File: src/rtl/bp_pkg.sv
// fetch geometry and predictor types; assumes 32-bit virtual addresses and two halfword slots
`default_nettype none

package bp_pkg;

  // ----------------------------------------------------------------------
  // fetch geometry
  // ----------------------------------------------------------------------
  // instruction slots per 4-byte fetch block
  localparam int unsigned INSTR_PER_FETCH = 2;
  // pc bit 0 is never used for indexing (halfword alignment)
  localparam int unsigned SLOT_OFFSET = 1;

  // ----------------------------------------------------------------------
  // basic types
  // ----------------------------------------------------------------------
  typedef logic [31:0] vaddr_t;
  // 0 and 1 predict not taken, 2 and 3 predict taken
  typedef logic [1:0] sat_cnt_t;

  // resolved branch from execute, also used on the table update bus
  typedef struct packed {
    logic   valid;
    vaddr_t pc;
    logic   taken;
    vaddr_t target;
  } bp_update_t;

  // per-slot history table result
  typedef struct packed {
    logic valid;
    logic taken;
  } bht_pred_t;

  // per-slot target buffer result
  typedef struct packed {
    logic   valid;
    vaddr_t target;
  } btb_pred_t;

  // combined next fetch decision
  typedef struct packed {
    logic   redirect;
    vaddr_t next_pc;
  } fetch_pred_t;

  // four-phase endpoint state
  typedef enum logic [1:0] {
    IDLE,
    ACK_HIGH,
    WAIT_LOW
  } arb_state_e;

endpackage

`default_nettype wire

File: src/rtl/bp_next_pc.sv
// purely combinational merge; lowest qualifying slot at or after the fetch start slot wins
`default_nettype none

module bp_next_pc (
  input  bp_pkg::vaddr_t                                  vpc_i,
  input  bp_pkg::bht_pred_t [bp_pkg::INSTR_PER_FETCH-1:0] bht_pred_i,
  input  bp_pkg::btb_pred_t [bp_pkg::INSTR_PER_FETCH-1:0] btb_pred_i,
  output bp_pkg::fetch_pred_t                             fetch_pred_o
);

  localparam int unsigned SlotBits   = $clog2(bp_pkg::INSTR_PER_FETCH);
  // bytes covered by one fetch block
  localparam int unsigned FetchBytes = bp_pkg::INSTR_PER_FETCH * (2 ** bp_pkg::SLOT_OFFSET);

  logic [SlotBits-1:0]                start_slot;
  logic [bp_pkg::INSTR_PER_FETCH-1:0] hit;
  bp_pkg::vaddr_t                     seq_pc;

  assign start_slot = vpc_i[bp_pkg::SLOT_OFFSET +: SlotBits];

  // fall-through is the start of the next fetch block
  assign seq_pc = (vpc_i & ~bp_pkg::vaddr_t'(FetchBytes - 1)) + bp_pkg::vaddr_t'(FetchBytes);

  // ----------------------------------------------------------------------
  // per-slot qualification
  // ----------------------------------------------------------------------
  for (genvar i = 0; i < bp_pkg::INSTR_PER_FETCH; i++) begin : gen_hit
    // slots before the fetch entry point were not executed
    assign hit[i] = (i >= start_slot)
                    && bht_pred_i[i].valid && bht_pred_i[i].taken
                    && btb_pred_i[i].valid;
  end

  // ----------------------------------------------------------------------
  // priority select
  // ----------------------------------------------------------------------
  always_comb begin
    fetch_pred_o.redirect = 1'b0;
    fetch_pred_o.next_pc  = seq_pc;
    for (int unsigned i = 0; i < bp_pkg::INSTR_PER_FETCH; i++) begin
      if (hit[i] && !fetch_pred_o.redirect) begin
        fetch_pred_o.redirect = 1'b1;
        fetch_pred_o.next_pc  = btb_pred_i[i].target;
      end
    end
  end

endmodule

`default_nettype wire

File: config.mk
export PLATFORM = sky130hd
export DESIGN_NAME = bp_next_pc
export DESIGN_NICKNAME = d
export VERILOG_FILES = /design/src/rtl/bp_pkg.sv /design/src/rtl/bp_next_pc.sv
export SDC_FILE = /design/constraint.sdc
export NUM_CORES = 1
export LEC_CHECK = 0
export BUFFER_PORTS_ARGS = -buffer_cell sky130_fd_sc_hd__buf_2
export CAP_MARGIN = 20
export CORE_MARGIN = 5
export CORE_UTILIZATION = 35
export DETAILED_ROUTE_END_ITERATION = 10
export PLACE_DENSITY_LB_ADDON = 0.3
export SYNTH_ARGS = -nofsm -noshare
export SYNTH_HDL_FRONTEND = slang
export SYNTH_SLANG_ARGS = --single-unit
File: constraint.sdc
create_clock -name vclk -period 5
set_input_delay 0.5 -clock vclk [all_inputs]
set_output_delay 0.5 -clock vclk [all_outputs]
set_load 0.02 [all_outputs]
==> impl_metrics.toml, run 1 <==
[floorplan]
die_w_microns = 68.16
io_pins = 135
die_y_microns = 68.16
die_area_sq_mm = 0.004645
start_util_pct = 35.75
core_sq_mm = 0.003311
num_rows = 21

[detailed_routing]
drc = 0
drtAntennaViolNets = 0
drtIter0Drc = 100
avgRoutedWirePerCell_microns = 12.94
dr.pass1.iters = 4
post_drt_via_cell_ratio = 5.247
drt_wl_total_microns = 4657
vias = 1889

[pwr]
peakVddDrop_v = 0.00004051
p_per_area_mw_per_mm2 = 85.34
power_mw = 0.1590
power_leakage_nw = 0.8586

[worst_setup_path]
crit_family = "simple AND/OR/NAND/NOR gates"
critical_path_class = "primary input to output pin"
path_max_fanout = 11
crit_chain = "buf_2 > nand3_1 > or3_2 > nor4b_1 > xnor2_1 > o21ai_0 > buf_2"
critPathMostFrequentCell = "buf_2"
cp.required_ns = 4.50
arrival_ns = 2.41
end_kind = "output pin"
cp-start-kind = "primary input"
cp_slowest_cell = "or3_2"
critPathBufInv = 2
cpPeakStageDelay_ns = 0.61

[place]
io_buffers = 134
dpl.hpwl_microns = 3989
routabilityCongestion = 0.8083

[timing]
setup_viol = 0
rsz0062_at_grt = "no"
holdWs_ns = 1.322
slew_headroom_pct = 66.32
hold_viol_final = 0
fin_crit_sh_pct = 58.20
slew_violations = 0
tightest_slew_ns = 0.5046
timing.fmax_mhz = 343.6
fin_crit_ns = 2.910
fin_tns_setup_ns = 0

[finish]
final_common_cell = "buf_2"
area_delta_synth_final_pct = 57.40
drive_above_1_share_pct = 48.41
nNetsFinal = 419
nFillCells = 371
num_antenna_cells = 0
regArea_sq_um = 0
n_clock_buffer = 0
seq_cells = 0
layout_common_cells = "buf_2, o21ai_0, nand2_1, xnor2_1, a22oi_1"
multi_input_area_sq_mm = 0.001100

[logic_synthesis]
yosys.cell_types.count = 40
syn_avg_cell_area_sq_um = 6.330
syn_inst = 187
synthesis.area_sq_mm = 0.001184
yosysSeqAreaShare_pct = 0
synth_fp_nets = 290
yosys_warnings = 0

[grt]
antenna_found_initial = 0
grt_usage_pct = 17.33
grt_pass1_vias = 1592
overflow = 0
grt_pass1_wl_microns = 6589
grt_start_max_net_pins = 33

[clock_tree]
cts_resized = 0
hold_buffers = 0
cts_setup_buffers = 0

[job]
maxCapViolCount = 0

[status]
outcome = "complete, no violations"

[min_path]
hold_class = "primary input to output pin"
-- kinds of logic after synthesis --
logic type,synth area share (%)
AND/OR/NAND/NOR,38.69
AO/OA/AOI/OAI,34.67
XOR/XNOR,18.50
buffers and inverters,7.082
adder cells (fa/ha/maj),1.057
-- synthesized netlist by cell type --
| library cell | number | area, sq um |
|---|---|---|
| xnor2_1 | 17 | 148.9 |
| clkdlybuf4s15_1 | 1 | 10.01 |
| inv_1 | 4 | 15.01 |
| nand3_1 | 10 | 50.05 |
| or4_4 | 1 | 11.26 |
| nor4_2 | 2 | 25.02 |
| and4_2 | 3 | 30.03 |
| or3_2 | 1 | 7.510 |
| nor4_1 | 5 | 31.28 |
| xor2_1 | 8 | 70.07 |
| and2_1 | 1 | 6.260 |
| a31oi_1 | 2 | 12.51 |
| a21o_1 | 1 | 7.510 |
| and4_1 | 1 | 8.760 |
| o22ai_1 | 4 | 25.02 |
| a21oi_1 | 8 | 40.04 |
| nor2_1 | 15 | 56.30 |
| nand2_1 | 22 | 82.58 |
| nand3_2 | 1 | 10.01 |
| clkbuf_1 | 5 | 18.77 |
| a22oi_1 | 16 | 120.1 |
| ha_1 | 1 | 12.51 |
| buf_6 | 2 | 22.52 |
| nand4b_1 | 1 | 8.760 |
| o21ai_0 | 23 | 115.1 |
| o21ai_2 | 5 | 43.79 |
| o31ai_1 | 2 | 15.01 |
| o21ai_1 | 1 | 5.000 |
| and4b_1 | 1 | 10.01 |
| nand4_2 | 1 | 12.51 |
| nor4b_1 | 1 | 8.760 |
| clkbuf_8 | 1 | 13.76 |
| and3_2 | 1 | 7.510 |
| a22o_1 | 2 | 17.52 |
| nand4_1 | 6 | 37.54 |
| nor3_1 | 4 | 20.02 |
| buf_1 | 1 | 3.750 |
| or4_1 | 2 | 15.01 |
| and3_1 | 3 | 18.77 |
| a31o_1 | 1 | 8.760 |
-- layer usage --
metal  track usage [%]  routed length (microns)  vias to the layer above
met3             1.806                      390                        2
met4            0.7444                       18                        0
li1                  -                        -                      975
met5                 0                        0                        -
met1             21.51                     1883                      837
met2             33.21                     2364                       75
-- cell type report --
type	count	area share, %
timing repair buffer	137	37.07
tap	46	3.089
multi-input combinational	173	59.03
inverter	4	0.8059
-- path summary, 6_finish.rpt --
check | to | slack [ns] | from | cells past startpoint
worst min-delay path | fetch_pred_o[5] | 1.32 | btb_pred_i[5] | 4
worst max-delay path | fetch_pred_o[31] | 2.09 | vpc_i[2] | 7
-- report_power, final --
group          total [mW]  internal, mW  leakage, nW  switching, mW
logic               0.159        0.0684        0.859         0.0906
registers               0             0            0              0
clock network           0             0            0              0
-- metrics by stage --
stage          utilization [%]  cell area, sq um  setup WS, ns  std cells
2_1_floorplan                -              1184         2.339        187
3_3_place_gp             56.12              1858         1.969        359
3_5_place_dp             56.12              1858         1.955        359
4_1_cts                  56.12              1858         1.944        359
5_1_grt                  56.27              1863         1.886        360
6_report                 56.27              1863         2.090        360
(Power assumes the default switching activity.)
==> run 2, diff against run 1 <==
==> constraint.sdc (replaced) <==
create_clock -name vclk -period 2.7
set_input_delay 0.27 -clock vclk [all_inputs]
set_output_delay 0.27 -clock vclk [all_outputs]
set_load 0.02 [all_outputs]
==> impl_metrics.toml, run 2 (synthesis results as in run 1) <==
[worst_setup_path]
arrival_ns = 2.07
path_max_fanout = 7
cp-start-kind = "primary input"
cp.required_ns = 2.43
end_kind = "output pin"
critical_path_class = "primary input to output pin"

[grt]
grt_pass1_vias = 1610
grt_usage_pct = 17.83
overflow = 0
grt_pass1_wl_microns = 6782
grt_start_max_net_pins = 22
antenna_found_initial = 0

[timing]
setup_viol = 0
fin_crit_ns = 2.340
slew_violations = 0
timing.fmax_mhz = 427.4
fin_crit_sh_pct = 86.65
slew_headroom_pct = 65.57
rsz0062_at_grt = "no"
tightest_slew_ns = 0.5159
fin_tns_setup_ns = 0
hold_viol_final = 0
worst_slack_ns = 0.3604

[detailed_routing]
dr.pass1.iters = 5
drc = 0
vias = 1888
drt_wl_total_microns = 4708
drtIter0Drc = 84
post_drt_via_cell_ratio = 5.215
drtAntennaViolNets = 0
avgRoutedWirePerCell_microns = 13.01

[floorplan]
start_util_pct = 35.75
die_y_microns = 68.16
die_w_microns = 68.16
core_sq_mm = 0.003311
num_rows = 21
die_area_sq_mm = 0.004645
io_pins = 135

[place]
routabilityCongestion = 0.7786
dp_slack_ns = 0.3513
postPlaceCellArea_sq_mm = 0.001881
dpl.hpwl_microns = 4018
io_buffers = 134

[finish]
seq_cells = 0
nNetsFinal = 421
drive_above_1_share_pct = 48.73
n_clock_buffer = 0
fin_area_sq_mm = 0.001881
regArea_sq_um = 0
layout_common_cells = "buf_2, o21ai_0, nand2_1, xnor2_1, a22oi_1"
final_common_cell = "buf_2"
multi_input_area_sq_mm = 0.001100
area_delta_synth_final_pct = 58.88
nFillCells = 375
num_antenna_cells = 0

[clock_tree]
cts_setup_buffers = 0
hold_buffers = 0
cts_resized = 0

[pwr]
intPower_mw = 0.1275
power_frac_seq_pct = 0
p_per_area_mw_per_mm2 = 157.8
power_mw = 0.2968
switching_share_pct = 57.06
pwr-share-comb_pct = 100.0
power_leakage_nw = 0.8670
p_switching_mw = 0.1694
pwr-share-clk_pct = 0
peakVddDrop_v = 0.00008939

[job]
maxCapViolCount = 0

[status]
outcome = "complete, no violations"

[min_path]
hold_class = "primary input to output pin"
## run 2: layer usage
layer	routed length, microns	vias to the layer above	GRT usage (%)	share of wire, %
li1	-	971	-	-
met1	1873	836	22.67	40
met2	2390	81	33.45	51
met3	444	0	2.135	9.4
met4	0	0	0.4963	0
met5	0	-	0	0
## run 2: layout make-up
cell class / count / share of cell area [%]
timing repair buffer: 139 / 37.66
inverter: 4 / 0.7984
tap: 46 / 3.061
multi-input combinational: 173 / 58.48
## run 2: worst paths after layout
check                          start               end  slack [ns]  depth (start not counted)
worst max-delay path        vpc_i[4]  fetch_pred_o[23]        0.36                          7
worst min-delay path  btb_pred_i[23]  fetch_pred_o[23]        0.86                          4
## run 2: critical path: stages
cell     delay (ns)
buf_2          0.14
nand4_2        0.16
or4_4          0.59
or4_1          0.41
a31o_1         0.23
o21ai_2        0.09
buf_2          0.17
## run 2: metrics by stage
step / util (%) / instances / hold slack [ns]
finish: 56.80 / 362 / 0.8590
global route: 56.80 / 362 / 0.8845
CTS: 56.80 / 362 / 0.8605
detailed placement: 56.80 / 362 / 0.8605
global placement: 56.80 / 362 / 0.8563
floorplan: - / 187 / 0.6801
## run 2: power by group through the flow
stage	Sequential [mW]	Clock, mW	Combinational [mW]
after floorplan	0	0	0.151
after global placement	0	0	0.294
after detailed placement	0	0	0.297
after CTS	0	0	0.299
after global routing	0	0	0.324
final	0	0	0.297
