$ cat config.mk
export PLATFORM = sky130hd
export DESIGN_NAME = bp_update_arbiter
export DESIGN_NICKNAME = d
export VERILOG_FILES = /design/src/rtl/bp_pkg.sv /design/src/rtl/bp_update_arbiter.sv
export SDC_FILE = /design/constraint.sdc
export NUM_CORES = 1
export LEC_CHECK = 0
export BUFFER_PORTS_ARGS = -buffer_cell sky130_fd_sc_hd__buf_2
export CAP_MARGIN = 40
export CORE_AREA = 2 2 79 81
export CTS_CLUSTER_DIAMETER = 150
export DETAILED_ROUTE_END_ITERATION = 6
export DIE_AREA = 0 0 81 83
export GPL_ROUTABILITY_DRIVEN = 1
export PLACE_DENSITY = 0.65
export SLEW_MARGIN = 0
export SYNTH_ARGS = -nofsm -noshare
export SYNTH_HDL_FRONTEND = slang
export SYNTH_SLANG_ARGS = --single-unit
$ cat constraint.sdc
create_clock -name clk_i -period 1.85 [get_ports clk_i]
set_input_delay 0 -clock clk_i [delete_from_list [all_inputs] [get_ports clk_i]]
set_output_delay 0 -clock clk_i [all_outputs]
set_load 0.005 [all_outputs]
$ cat src/rtl/bp_pkg.sv
// fetch geometry and predictor types; assumes 32-bit virtual addresses and two halfword slots
`default_nettype none

package bp_pkg;

  // ----------------------------------------------------------------------
  // fetch geometry
  // ----------------------------------------------------------------------
  // instruction slots per 4-byte fetch block
  localparam int unsigned INSTR_PER_FETCH = 2;
  // pc bit 0 is never used for indexing (halfword alignment)
  localparam int unsigned SLOT_OFFSET = 1;

  // ----------------------------------------------------------------------
  // basic types
  // ----------------------------------------------------------------------
  typedef logic [31:0] vaddr_t;
  // 0 and 1 predict not taken, 2 and 3 predict taken
  typedef logic [1:0] sat_cnt_t;

  // resolved branch from execute, also used on the table update bus
  typedef struct packed {
    logic   valid;
    vaddr_t pc;
    logic   taken;
    vaddr_t target;
  } bp_update_t;

  // per-slot history table result
  typedef struct packed {
    logic valid;
    logic taken;
  } bht_pred_t;

  // per-slot target buffer result
  typedef struct packed {
    logic   valid;
    vaddr_t target;
  } btb_pred_t;

  // combined next fetch decision
  typedef struct packed {
    logic   redirect;
    vaddr_t next_pc;
  } fetch_pred_t;

  // four-phase endpoint state
  typedef enum logic [1:0] {
    IDLE,
    ACK_HIGH,
    WAIT_LOW
  } arb_state_e;

endpackage

`default_nettype wire

$ cat src/rtl/bp_update_arbiter.sv
// two four-phase ports, req sampled one cycle before arbitration; debug mode drops the write
`default_nettype none

module bp_update_arbiter (
  input  logic               clk_i,
  input  logic               rst_ni,
  input  logic               debug_mode_i,
  input  logic               req0_i,
  input  logic               req1_i,
  input  bp_pkg::bp_update_t upd0_i,
  input  bp_pkg::bp_update_t upd1_i,
  output logic               ack0_o,
  output logic               ack1_o,
  output bp_pkg::bp_update_t upd_o
);

  localparam int unsigned NrPorts = 2;

  logic               [NrPorts-1:0] req;
  logic               [NrPorts-1:0] req_q;
  bp_pkg::bp_update_t [NrPorts-1:0] upd_in;
  bp_pkg::arb_state_e               state_q [NrPorts];
  bp_pkg::arb_state_e               state_d [NrPorts];
  logic               [NrPorts-1:0] cand;
  logic               [NrPorts-1:0] gnt;
  logic               [NrPorts-1:0] ack;
  // port that wins when both ask in the same cycle
  logic                             prio_q;

  assign req    = {req1_i, req0_i};
  assign upd_in = {upd1_i, upd0_i};
  assign ack0_o = ack[0];
  assign ack1_o = ack[1];

  // ----------------------------------------------------------------------
  // round-robin grant
  // ----------------------------------------------------------------------
  always_comb begin
    gnt = cand;
    if (cand[0] && cand[1]) begin
      gnt         = '0;
      gnt[prio_q] = 1'b1;
    end
  end

  // winner goes straight onto the table bus, tables write at the next edge
  always_comb begin
    upd_o       = gnt[1] ? upd_in[1] : upd_in[0];
    upd_o.valid = (|gnt) && !debug_mode_i;
  end

  always_ff @(posedge clk_i or negedge rst_ni) begin
    if (!rst_ni) begin
      prio_q <= 1'b0;
      req_q  <= '0;
    end else begin
      req_q <= req;
      // hand priority to the port that just lost out
      if (gnt[0]) begin
        prio_q <= 1'b1;
      end else if (gnt[1]) begin
        prio_q <= 1'b0;
      end
    end
  end

  // ----------------------------------------------------------------------
  // per-port handshake
  // ----------------------------------------------------------------------
  for (genvar p = 0; p < NrPorts; p++) begin : gen_port
    assign cand[p] = (state_q[p] == bp_pkg::IDLE) && req_q[p];
    assign ack[p]  = (state_q[p] == bp_pkg::ACK_HIGH);

    always_comb begin
      state_d[p] = state_q[p];
      unique case (state_q[p])
        bp_pkg::IDLE: begin
          if (gnt[p]) begin
            state_d[p] = bp_pkg::ACK_HIGH;
          end
        end
        // hold ack until the source has dropped req
        bp_pkg::ACK_HIGH: begin
          if (!req_q[p]) begin
            state_d[p] = bp_pkg::WAIT_LOW;
          end
        end
        // return-to-zero, one cycle before a new request can be taken
        bp_pkg::WAIT_LOW: begin
          if (!req_q[p]) begin
            state_d[p] = bp_pkg::IDLE;
          end
        end
        default: state_d[p] = bp_pkg::IDLE;
      endcase
    end

    always_ff @(posedge clk_i or negedge rst_ni) begin
      if (!rst_ni) begin
        state_q[p] <= bp_pkg::IDLE;
      end else begin
        state_q[p] <= state_d[p];
      end
    end

    // ack only answers a live request
    a_ack_needs_req: assert property (@(posedge clk_i) disable iff (!rst_ni)
      $rose(ack[p]) |-> req[p]);
    // the source must hold its payload until the handshake completes
    a_upd_stable: assert property (@(posedge clk_i) disable iff (!rst_ni)
      (req[p] && !ack[p]) |=> $stable(upd_in[p]));
  end

endmodule

`default_nettype wire

==> results by group, run 1 <==
Run status
  – Outcome: finished with violations
  – Failing checks: setup timing

Routing
  – Vias: 1664
  – DRC: 0
  – Post-DRT Antenna Nets: 0
  – Routed vias/inst: 4.23
  – 1st-iter DRT viols: 22
  – Routed Wire Length: between 5000 and 6000 um
  – Average wire per standard cell: 14.6 um
  – First-pass DRT Iterations: 4

Worst setup path
  – CP required: 1850 ps
  – Max FO, Critical Path: 7
  – FF-to-FF End: state_q[2]$_DFFE_PN0P_
  – Crit end category: output port
  – CP arrival: roughly 2000 ps
  – CP startpoint kind: flop
  – R2r startpoint: state_q[1]$_DFFE_PN0P_
  – R2r worst-path depth: 4
  – CP Class: flop to output port
  – Reg2Reg Setup Slack: ~530 ps

Die
  – Die ar.: 6720 um^2
  – Core region area: 5820 um^2
  – FP Rows: 28
  – Die Ht: between 80 and 90 um
  – Number of I/O pins: 205
  – Die width: roughly 81 um
  – Initial Util: 0.233

Synth
  – Yosys reg bits: 7
  – Post-synthesis sequential area ratio: 0.130
  – XOR/XNOR share of the synthesized area: 0
  – Top cell type's share of synthesized area: 0.555
  – Synth area leaders: mux2_4 56%, dfrtp_1 13%, mux2_1 12%
  – Cell count after synthesis: 96
  – Multiplexer fraction of the synthesized cell area: 0.688
  – Synth Area in Compound Gates: 0.0231
  – Syn_nets: approximately 230
  – Synth Area in Adders: 0
  – Syn avg cell area: between 10 and 15 um^2
  – Unique masters post-synth: 21
  – Synth area leader: mux2_4
  – Yosys warns: 0
  – Synth Area in Simple Gates: 0.0629
  – Synthesized area: approximately 1400 um^2
  – Largest family of logic cells by synthesized area: multiplexers

Global route
  – Largest net degree at the start of global routing: 20
  – Vias in the first global route: 1682
  – Tot GR Track Use: 0.151
  – Number of antenna violations at the first check in global routing: 0
  – Wire length of the first global-routing pass: just under 8000 um
  – Global route overflow: 0

Placed design
  – Port bufs: just over 200
  – Area after DPL: around 2400 um^2
  – GPL Wtd Cong: approximately 0.71
  – HPWL after DPL: just over 4000 um

Clock network
  – CTS tree: yes
  – # H-tree levels: 1
  – Skew-Pair Late Insertion Delay: between 200 and 250 ps
  – Clock tree sinks: 7
  – CTS clk-pin slew, worst paths: roughly 40 ps
  – CTS max path bufs: 2
  – Inserted Clock Buffers: 3
  – Clk Tree Root Cell: clkbuf_8

Timing
  – F_max: 0.510 GHz
  – Post-route setup slack: -111 ps
  – Min Tclk post-route: between 1500 and 2000 ps
  – Setup TNS: -3760 ps
  – Least-Margin Pin Slew: approximately 290 ps
  – Slew HR: 0.806
  – RSZ-0062 raised after global routing: true
  – Fin. max-slew vios: 0
  – Period utilisation layout: 1.06
  – Clock skew: approximately 0.77 ps
  – Hold Slack: 130 ps
  – Final hold violation count: 0
  – Setup-failing EPs final: slightly below 60

Power and ir drop
  – Peak VDD IR: slightly below 0.5 mV
  – PwrDens: around 680 nW/um^2
  – Lkg Pwr: 0.00161 uW

Finish
  – Ant diodes: 0
  – Most common cell after layout, fill and taps aside: buf_2
  – # nets final: ~460
  – Syn-to-layout area delta: 112%
  – Ratio of cells with drive above 1 in the final layout: 0.896
  – Finished Cell Area: 2870 um^2
  – Most frequent cells in the layout: 185 x buf_2, 53 x mux2_4, 19 x buf_6, 10 x mux2_1, 7 x buf_4

Hold path
  – Hold Path Class: primary input to async pin

Flow run
  – Maxcap violations: 0
cells in the mapped netlist (all sizes together):
cell	count
mux2	66
o311a	1
nand2	1
or3	1
nor3	1
a21o	1
buf	7
nor2	2
a21oi	1
nor4b	1
nor3b	1
o2bb2ai	1
dfrtp	7
inv	2
or3b	1
nor2b	2
worst max-delay path: stages (launching register included):
cell     delay [ps]
dfrtp_1         370
or3b_4          410
nor2_4          130
buf_4           160
buf_12          140
mux2_2          370
buf_2           140
area by class of cell:
| class | count | area [um^2] |
|---|---|---|
| multi-input combinational | 80 | 1060 |
| clock buffer | 4 | 45.0 |
| tap | 75 | 93.8 |
| fill | 550 | 2950 |
| timing repair buffer | 225 | 1490 |
| sequential | 7 | 176 |
| inverter | 2 | 7.51 |
power breakdown:
group / internal [uW] / leakage, uW / switching (uW)
Combinational: 992 / 0.00150 / 506
Sequential: 185 / 0.0000851 / 36.9
Clock: 149 / 0.0000228 / 68.2
worst max-delay path by stage:
stage                                      start         to  slack [ps]  depth (start not counted)
after floorplan           state_q[0]$_DFFE_PN0P_  upd_o[10]         300                          5
final                     state_q[1]$_DFFE_PN0P_  upd_o[56]        -110                          6
after global placement    state_q[0]$_DFFE_PN0P_  upd_o[57]          50                          5
after detailed placement  state_q[0]$_DFFE_PN0P_  upd_o[56]          50                          5
after CTS                 state_q[1]$_DFFE_PN0P_  upd_o[56]        -110                          6
after global routing      state_q[1]$_DFFE_PN0P_  upd_o[53]        -190                          7
per-stage QoR:
step	utilization	worst slack [ps]	power, uW	instances
after floorplan	-	304	958	96
after global placement	0.408	47.4	1300	368
after detailed placement	0.408	45.8	1310	368
after CTS	0.480	-114	1890	391
after global routing	0.493	-190	2060	393
final	0.493	-111	1940	393
kinds of logic (layout without fill, tap and decap cells):
group	after synthesis	count (layout)
compound gates	4	4
buf+inv	9	231
flops	7	7
mux	66	66
simple gates	10	10
routing by layer:
metal | GRT usage | part of all wire | up-vias
met2 | 0.283 | 0.52 | 96
met3 | 0.0250 | 0.091 | 10
li1 | - | - | 806
met1 | 0.162 | 0.37 | 752
met5 | 0 | 0 | -
met4 | 0.0586 | 0.017 | 0
what timing repair did:
item                                    4_1_cts  5_1_grt
endpoints found under the setup margin       65       65
gates cloned                                  5        3
gates resized for setup                      28        6
pin swaps                                     2        0
hold buffers                                  3        0
hold endpoints to repair                      9        0
buffers inserted                             11        0
sequential cells by signal (all words and copies together) (netlist names):
signal	flops
prio_q	1
req_q	2
state_q	4
Power figures use the tool's default switching activity.
==> run 2, diff against run 1 <==
--- a/config.mk
+++ b/config.mk
@@ -13,6 +13,7 @@
 export DIE_AREA = 0 0 81 83
 export GPL_ROUTABILITY_DRIVEN = 1
 export PLACE_DENSITY = 0.65
+export REMOVE_ABC_BUFFERS = 1
 export SLEW_MARGIN = 0
 export SYNTH_ARGS = -nofsm -noshare
 export SYNTH_HDL_FRONTEND = slang
==> results by group, run 2 (synthesis gave the netlist of run 1 again) <==
Timing
  – Final hold violation count: 0 (unchanged)
  – Period utilisation layout: 1.04 (was 1.06)
  – F_max: 0.520 GHz (was 0.510 GHz)
  – Least-Margin Pin Slew: 300 ps (was 289 ps)
  – Slew HR: 0.799 (was 0.806)
  – Min Tclk post-route: 1920 ps (was 1960 ps)
  – Fin. max-slew vios: 0 (unchanged)
  – RSZ-0062 raised after global routing: true (unchanged)
  – Setup-failing EPs final: 65 (was 58)
  – Post-route setup slack: -73.8 ps (was -111 ps)
  – Clock skew: 1.19 ps (was 0.772 ps)

Routing
  – 1st-iter DRT viols: 36 (was 22)
  – Post-DRT Antenna Nets: 0 (unchanged)
  – Routed vias/inst: 4.37 (was 4.23)
  – Vias: 1694 (was 1664)
  – DRC: 0 (unchanged)
  – Average wire per standard cell: 16.9 um (was 14.6 um)
  – First-pass DRT Iterations: 4 (unchanged)
  – Routed Wire Length: 6570 um (was 5750 um)

Worst setup path
  – Max FO, Critical Path: 8 (was 7)
  – FF-to-FF End: state_q[2]$_DFFE_PN0P_ (unchanged)
  – WP buf/inv: 3 (unchanged)
  – Top delay family on crit path: simple AND/OR/NAND/NOR gates (unchanged)
  – Reg2Reg Setup Slack: 540 ps (was 530 ps)
  – CP required: 1850 ps (about the same)
  – Crit end category: output port (unchanged)
  – R2r worst-path depth: 4 (unchanged)
  – Slowest CP cell: or3b_4 (unchanged)
  – CP max stage delay: 420 ps (was 410 ps)
  – CP Class: flop to output port (unchanged)
  – R2r startpoint: state_q[1]$_DFFE_PN0P_ (unchanged)
  – CP arrival: 1920 ps (was 1960 ps)
  – Crit path from: state_q[1]$_DFFE_PN0P_ (unchanged)
  – CP startpoint kind: flop (unchanged)
  – Cells along the critical path: or3b_4 -> nor2_4 -> buf_12 -> clkbuf_16 -> mux2_4 -> buf_6 (was or3b_4 -> nor2_4 -> buf_4 -> buf_12 -> mux2_2 -> buf_2)

Finish
  – End-of-flow core utilization: 0.529 (was 0.493)
  – Register bank with the most flops: state_q (unchanged)
  – Most common cell after layout, fill and taps aside: buf_2 (unchanged)
  – Ratio of cells with drive above 1 in the final layout: 0.923 (was 0.896)
  – # fillers: 530 (was 550)
  – Ant diodes: 0 (unchanged)
  – Final cell count without fillers: 388 (was 393)
  – Syn-to-layout area delta: 128% (was 112%)
  – Most frequent cells in the layout: 151 x buf_2, 65 x mux2_4, 52 x buf_6, 7 x dfrtp_1, 5 x buf_16 (was 185 x buf_2, 53 x mux2_4, 19 x buf_6, 10 x mux2_1, 7 x buf_4)
  – # nets final: 451 (was 456)
  – Largest registers: state_q x4, req_q x2, prio_q x1 (unchanged)
  – Finished Cell Area: 3080 um^2 (was 2870 um^2)
  – Max reg flops: 4 (unchanged)

Die
  – FP Rows: 28 (unchanged)
  – Core region area: 5820 um^2 (unchanged)
  – Die width: 81 um (unchanged)
  – Initial Util: 0.233 (unchanged)
  – Number of I/O pins: 205 (unchanged)
  – Die ar.: 6720 um^2 (unchanged)
  – Die Ht: 83 um (unchanged)

Flow run
  – Maxcap violations: 0 (unchanged)

Global route
  – Vias in the first global route: 1740 (was 1682)
  – Largest net degree at the start of global routing: 19 (was 20)
  – Tot GR Track Use: 0.164 (was 0.151)
  – Number of antenna violations at the first check in global routing: 0 (unchanged)
  – Global route overflow: 0 (unchanged)
  – Wire length of the first global-routing pass: 8540 um (was 7940 um)

Power and ir drop
  – Lkg Pwr: 0.00170 uW (was 0.00161 uW)
  – Peak VDD IR: 0.595 mV (was 0.487 mV)
  – Pwr Total: 2120 uW (was 1940 uW)
  – PwrDens: 688 nW/um^2 (was 675 nW/um^2)

Clock network
  – CTS tree: yes (unchanged)
  – Inserted Clock Buffers: 3 (unchanged)
  – Clk Tree Root Cell: clkbuf_8 (unchanged)
  – Clock tree sinks: 7 (unchanged)
  – CTS max path bufs: 2 (unchanged)
  – CTS clk-pin slew, worst paths: 40 ps (about the same)
  – Skew-Pair Late Insertion Delay: 230 ps (about the same)
  – # H-tree levels: 1 (unchanged)

Placed design
  – GPL Wtd Cong: 0.802 (was 0.710)
  – DP Worst Slack: 68.6 ps (was 45.8 ps)
  – HPWL after DPL: 4540 um (was 4160 um)
  – Area after DPL: 2370 um^2 (unchanged)
  – Port bufs: 202 (unchanged)
  – DP Cell Count: 368 (unchanged)

Run status
  – Outcome: finished with violations (unchanged)
  – Failing checks: setup timing (unchanged)

Hold path
  – Hold Path Class: primary input to async pin (unchanged)
-- run 2: cell types whose count changed in the layout (fill, tap and decap cells not counted) --
cell	change
buf_4	-3
buf_6	+33
buf_2	-34
buf_12	-2
mux2_2	-2
dfrtp_1	+1
buf_16	+1
dfrtp_2	-1
mux2_4	+12
mux2_1	-10
-- run 2: worst max-delay path by stage --
stage                      endpoint  cells after the start
after global routing      upd_o[28]                      6
after detailed placement   upd_o[2]                      5
after floorplan            upd_o[0]                      3
final                     upd_o[59]                      6
after CTS                  upd_o[9]                      6
after global placement     upd_o[2]                      5
-- run 2: layout make-up --
| type | instances | area [um^2] | share of cell area |
|---|---|---|---|
| clock buffers | 4 | 45.0 | 0.0146 |
| flip-flops and latches | 7 | 175 | 0.0569 |
| well taps | 75 | 93.8 | 0.0305 |
| multi-input cells | 80 | 1100 | 0.358 |
| repair buffers | 220 | 1650 | 0.537 |
| inverters | 2 | 7.51 | 0.00244 |
-- run 2: report_power, final --
group          internal [uW]  leakage, uW  total, uW  switching [uW]
combinational           1120      0.00159       1690             562
clock                    149    0.0000228        213            63.7
sequential               185    0.0000863        221            36.0
-- run 2: worst reg2reg max path: stages, from the launching register on --
cell	delay, ps
dfrtp_1	370
or3b_4	420
buf_4	150
nor3b_1	190
nor3_1	60
-- run 2: per-stage QoR --
stage,TNS [ps],hold WS (ps)
4_1_cts,-3390,127
6_report,-2900,130
3_5_place_dp,0,-161
3_3_place_gp,0,-164
5_1_grt,-6630,149
2_1_floorplan,-48880,-296
-- run 2: what timing repair did --
action	CTS	global route
setup buffers	5	0
resized for setup	64	7
pin swaps	2	0
cloned	4	4
endpoints found under the hold margin	9	0
hold buffers	3	0
setup endpoints to repair	65	65
-- run 2: layer usage --
layer | routed length (um) | global-route usage | up-vias
met5 | 0 | 0 | -
met4 | 159 | 0.0632 | 0
met3 | 513 | 0.0239 | 12
met2 | 3440 | 0.313 | 95
met1 | 2460 | 0.173 | 790
li1 | - | - | 797
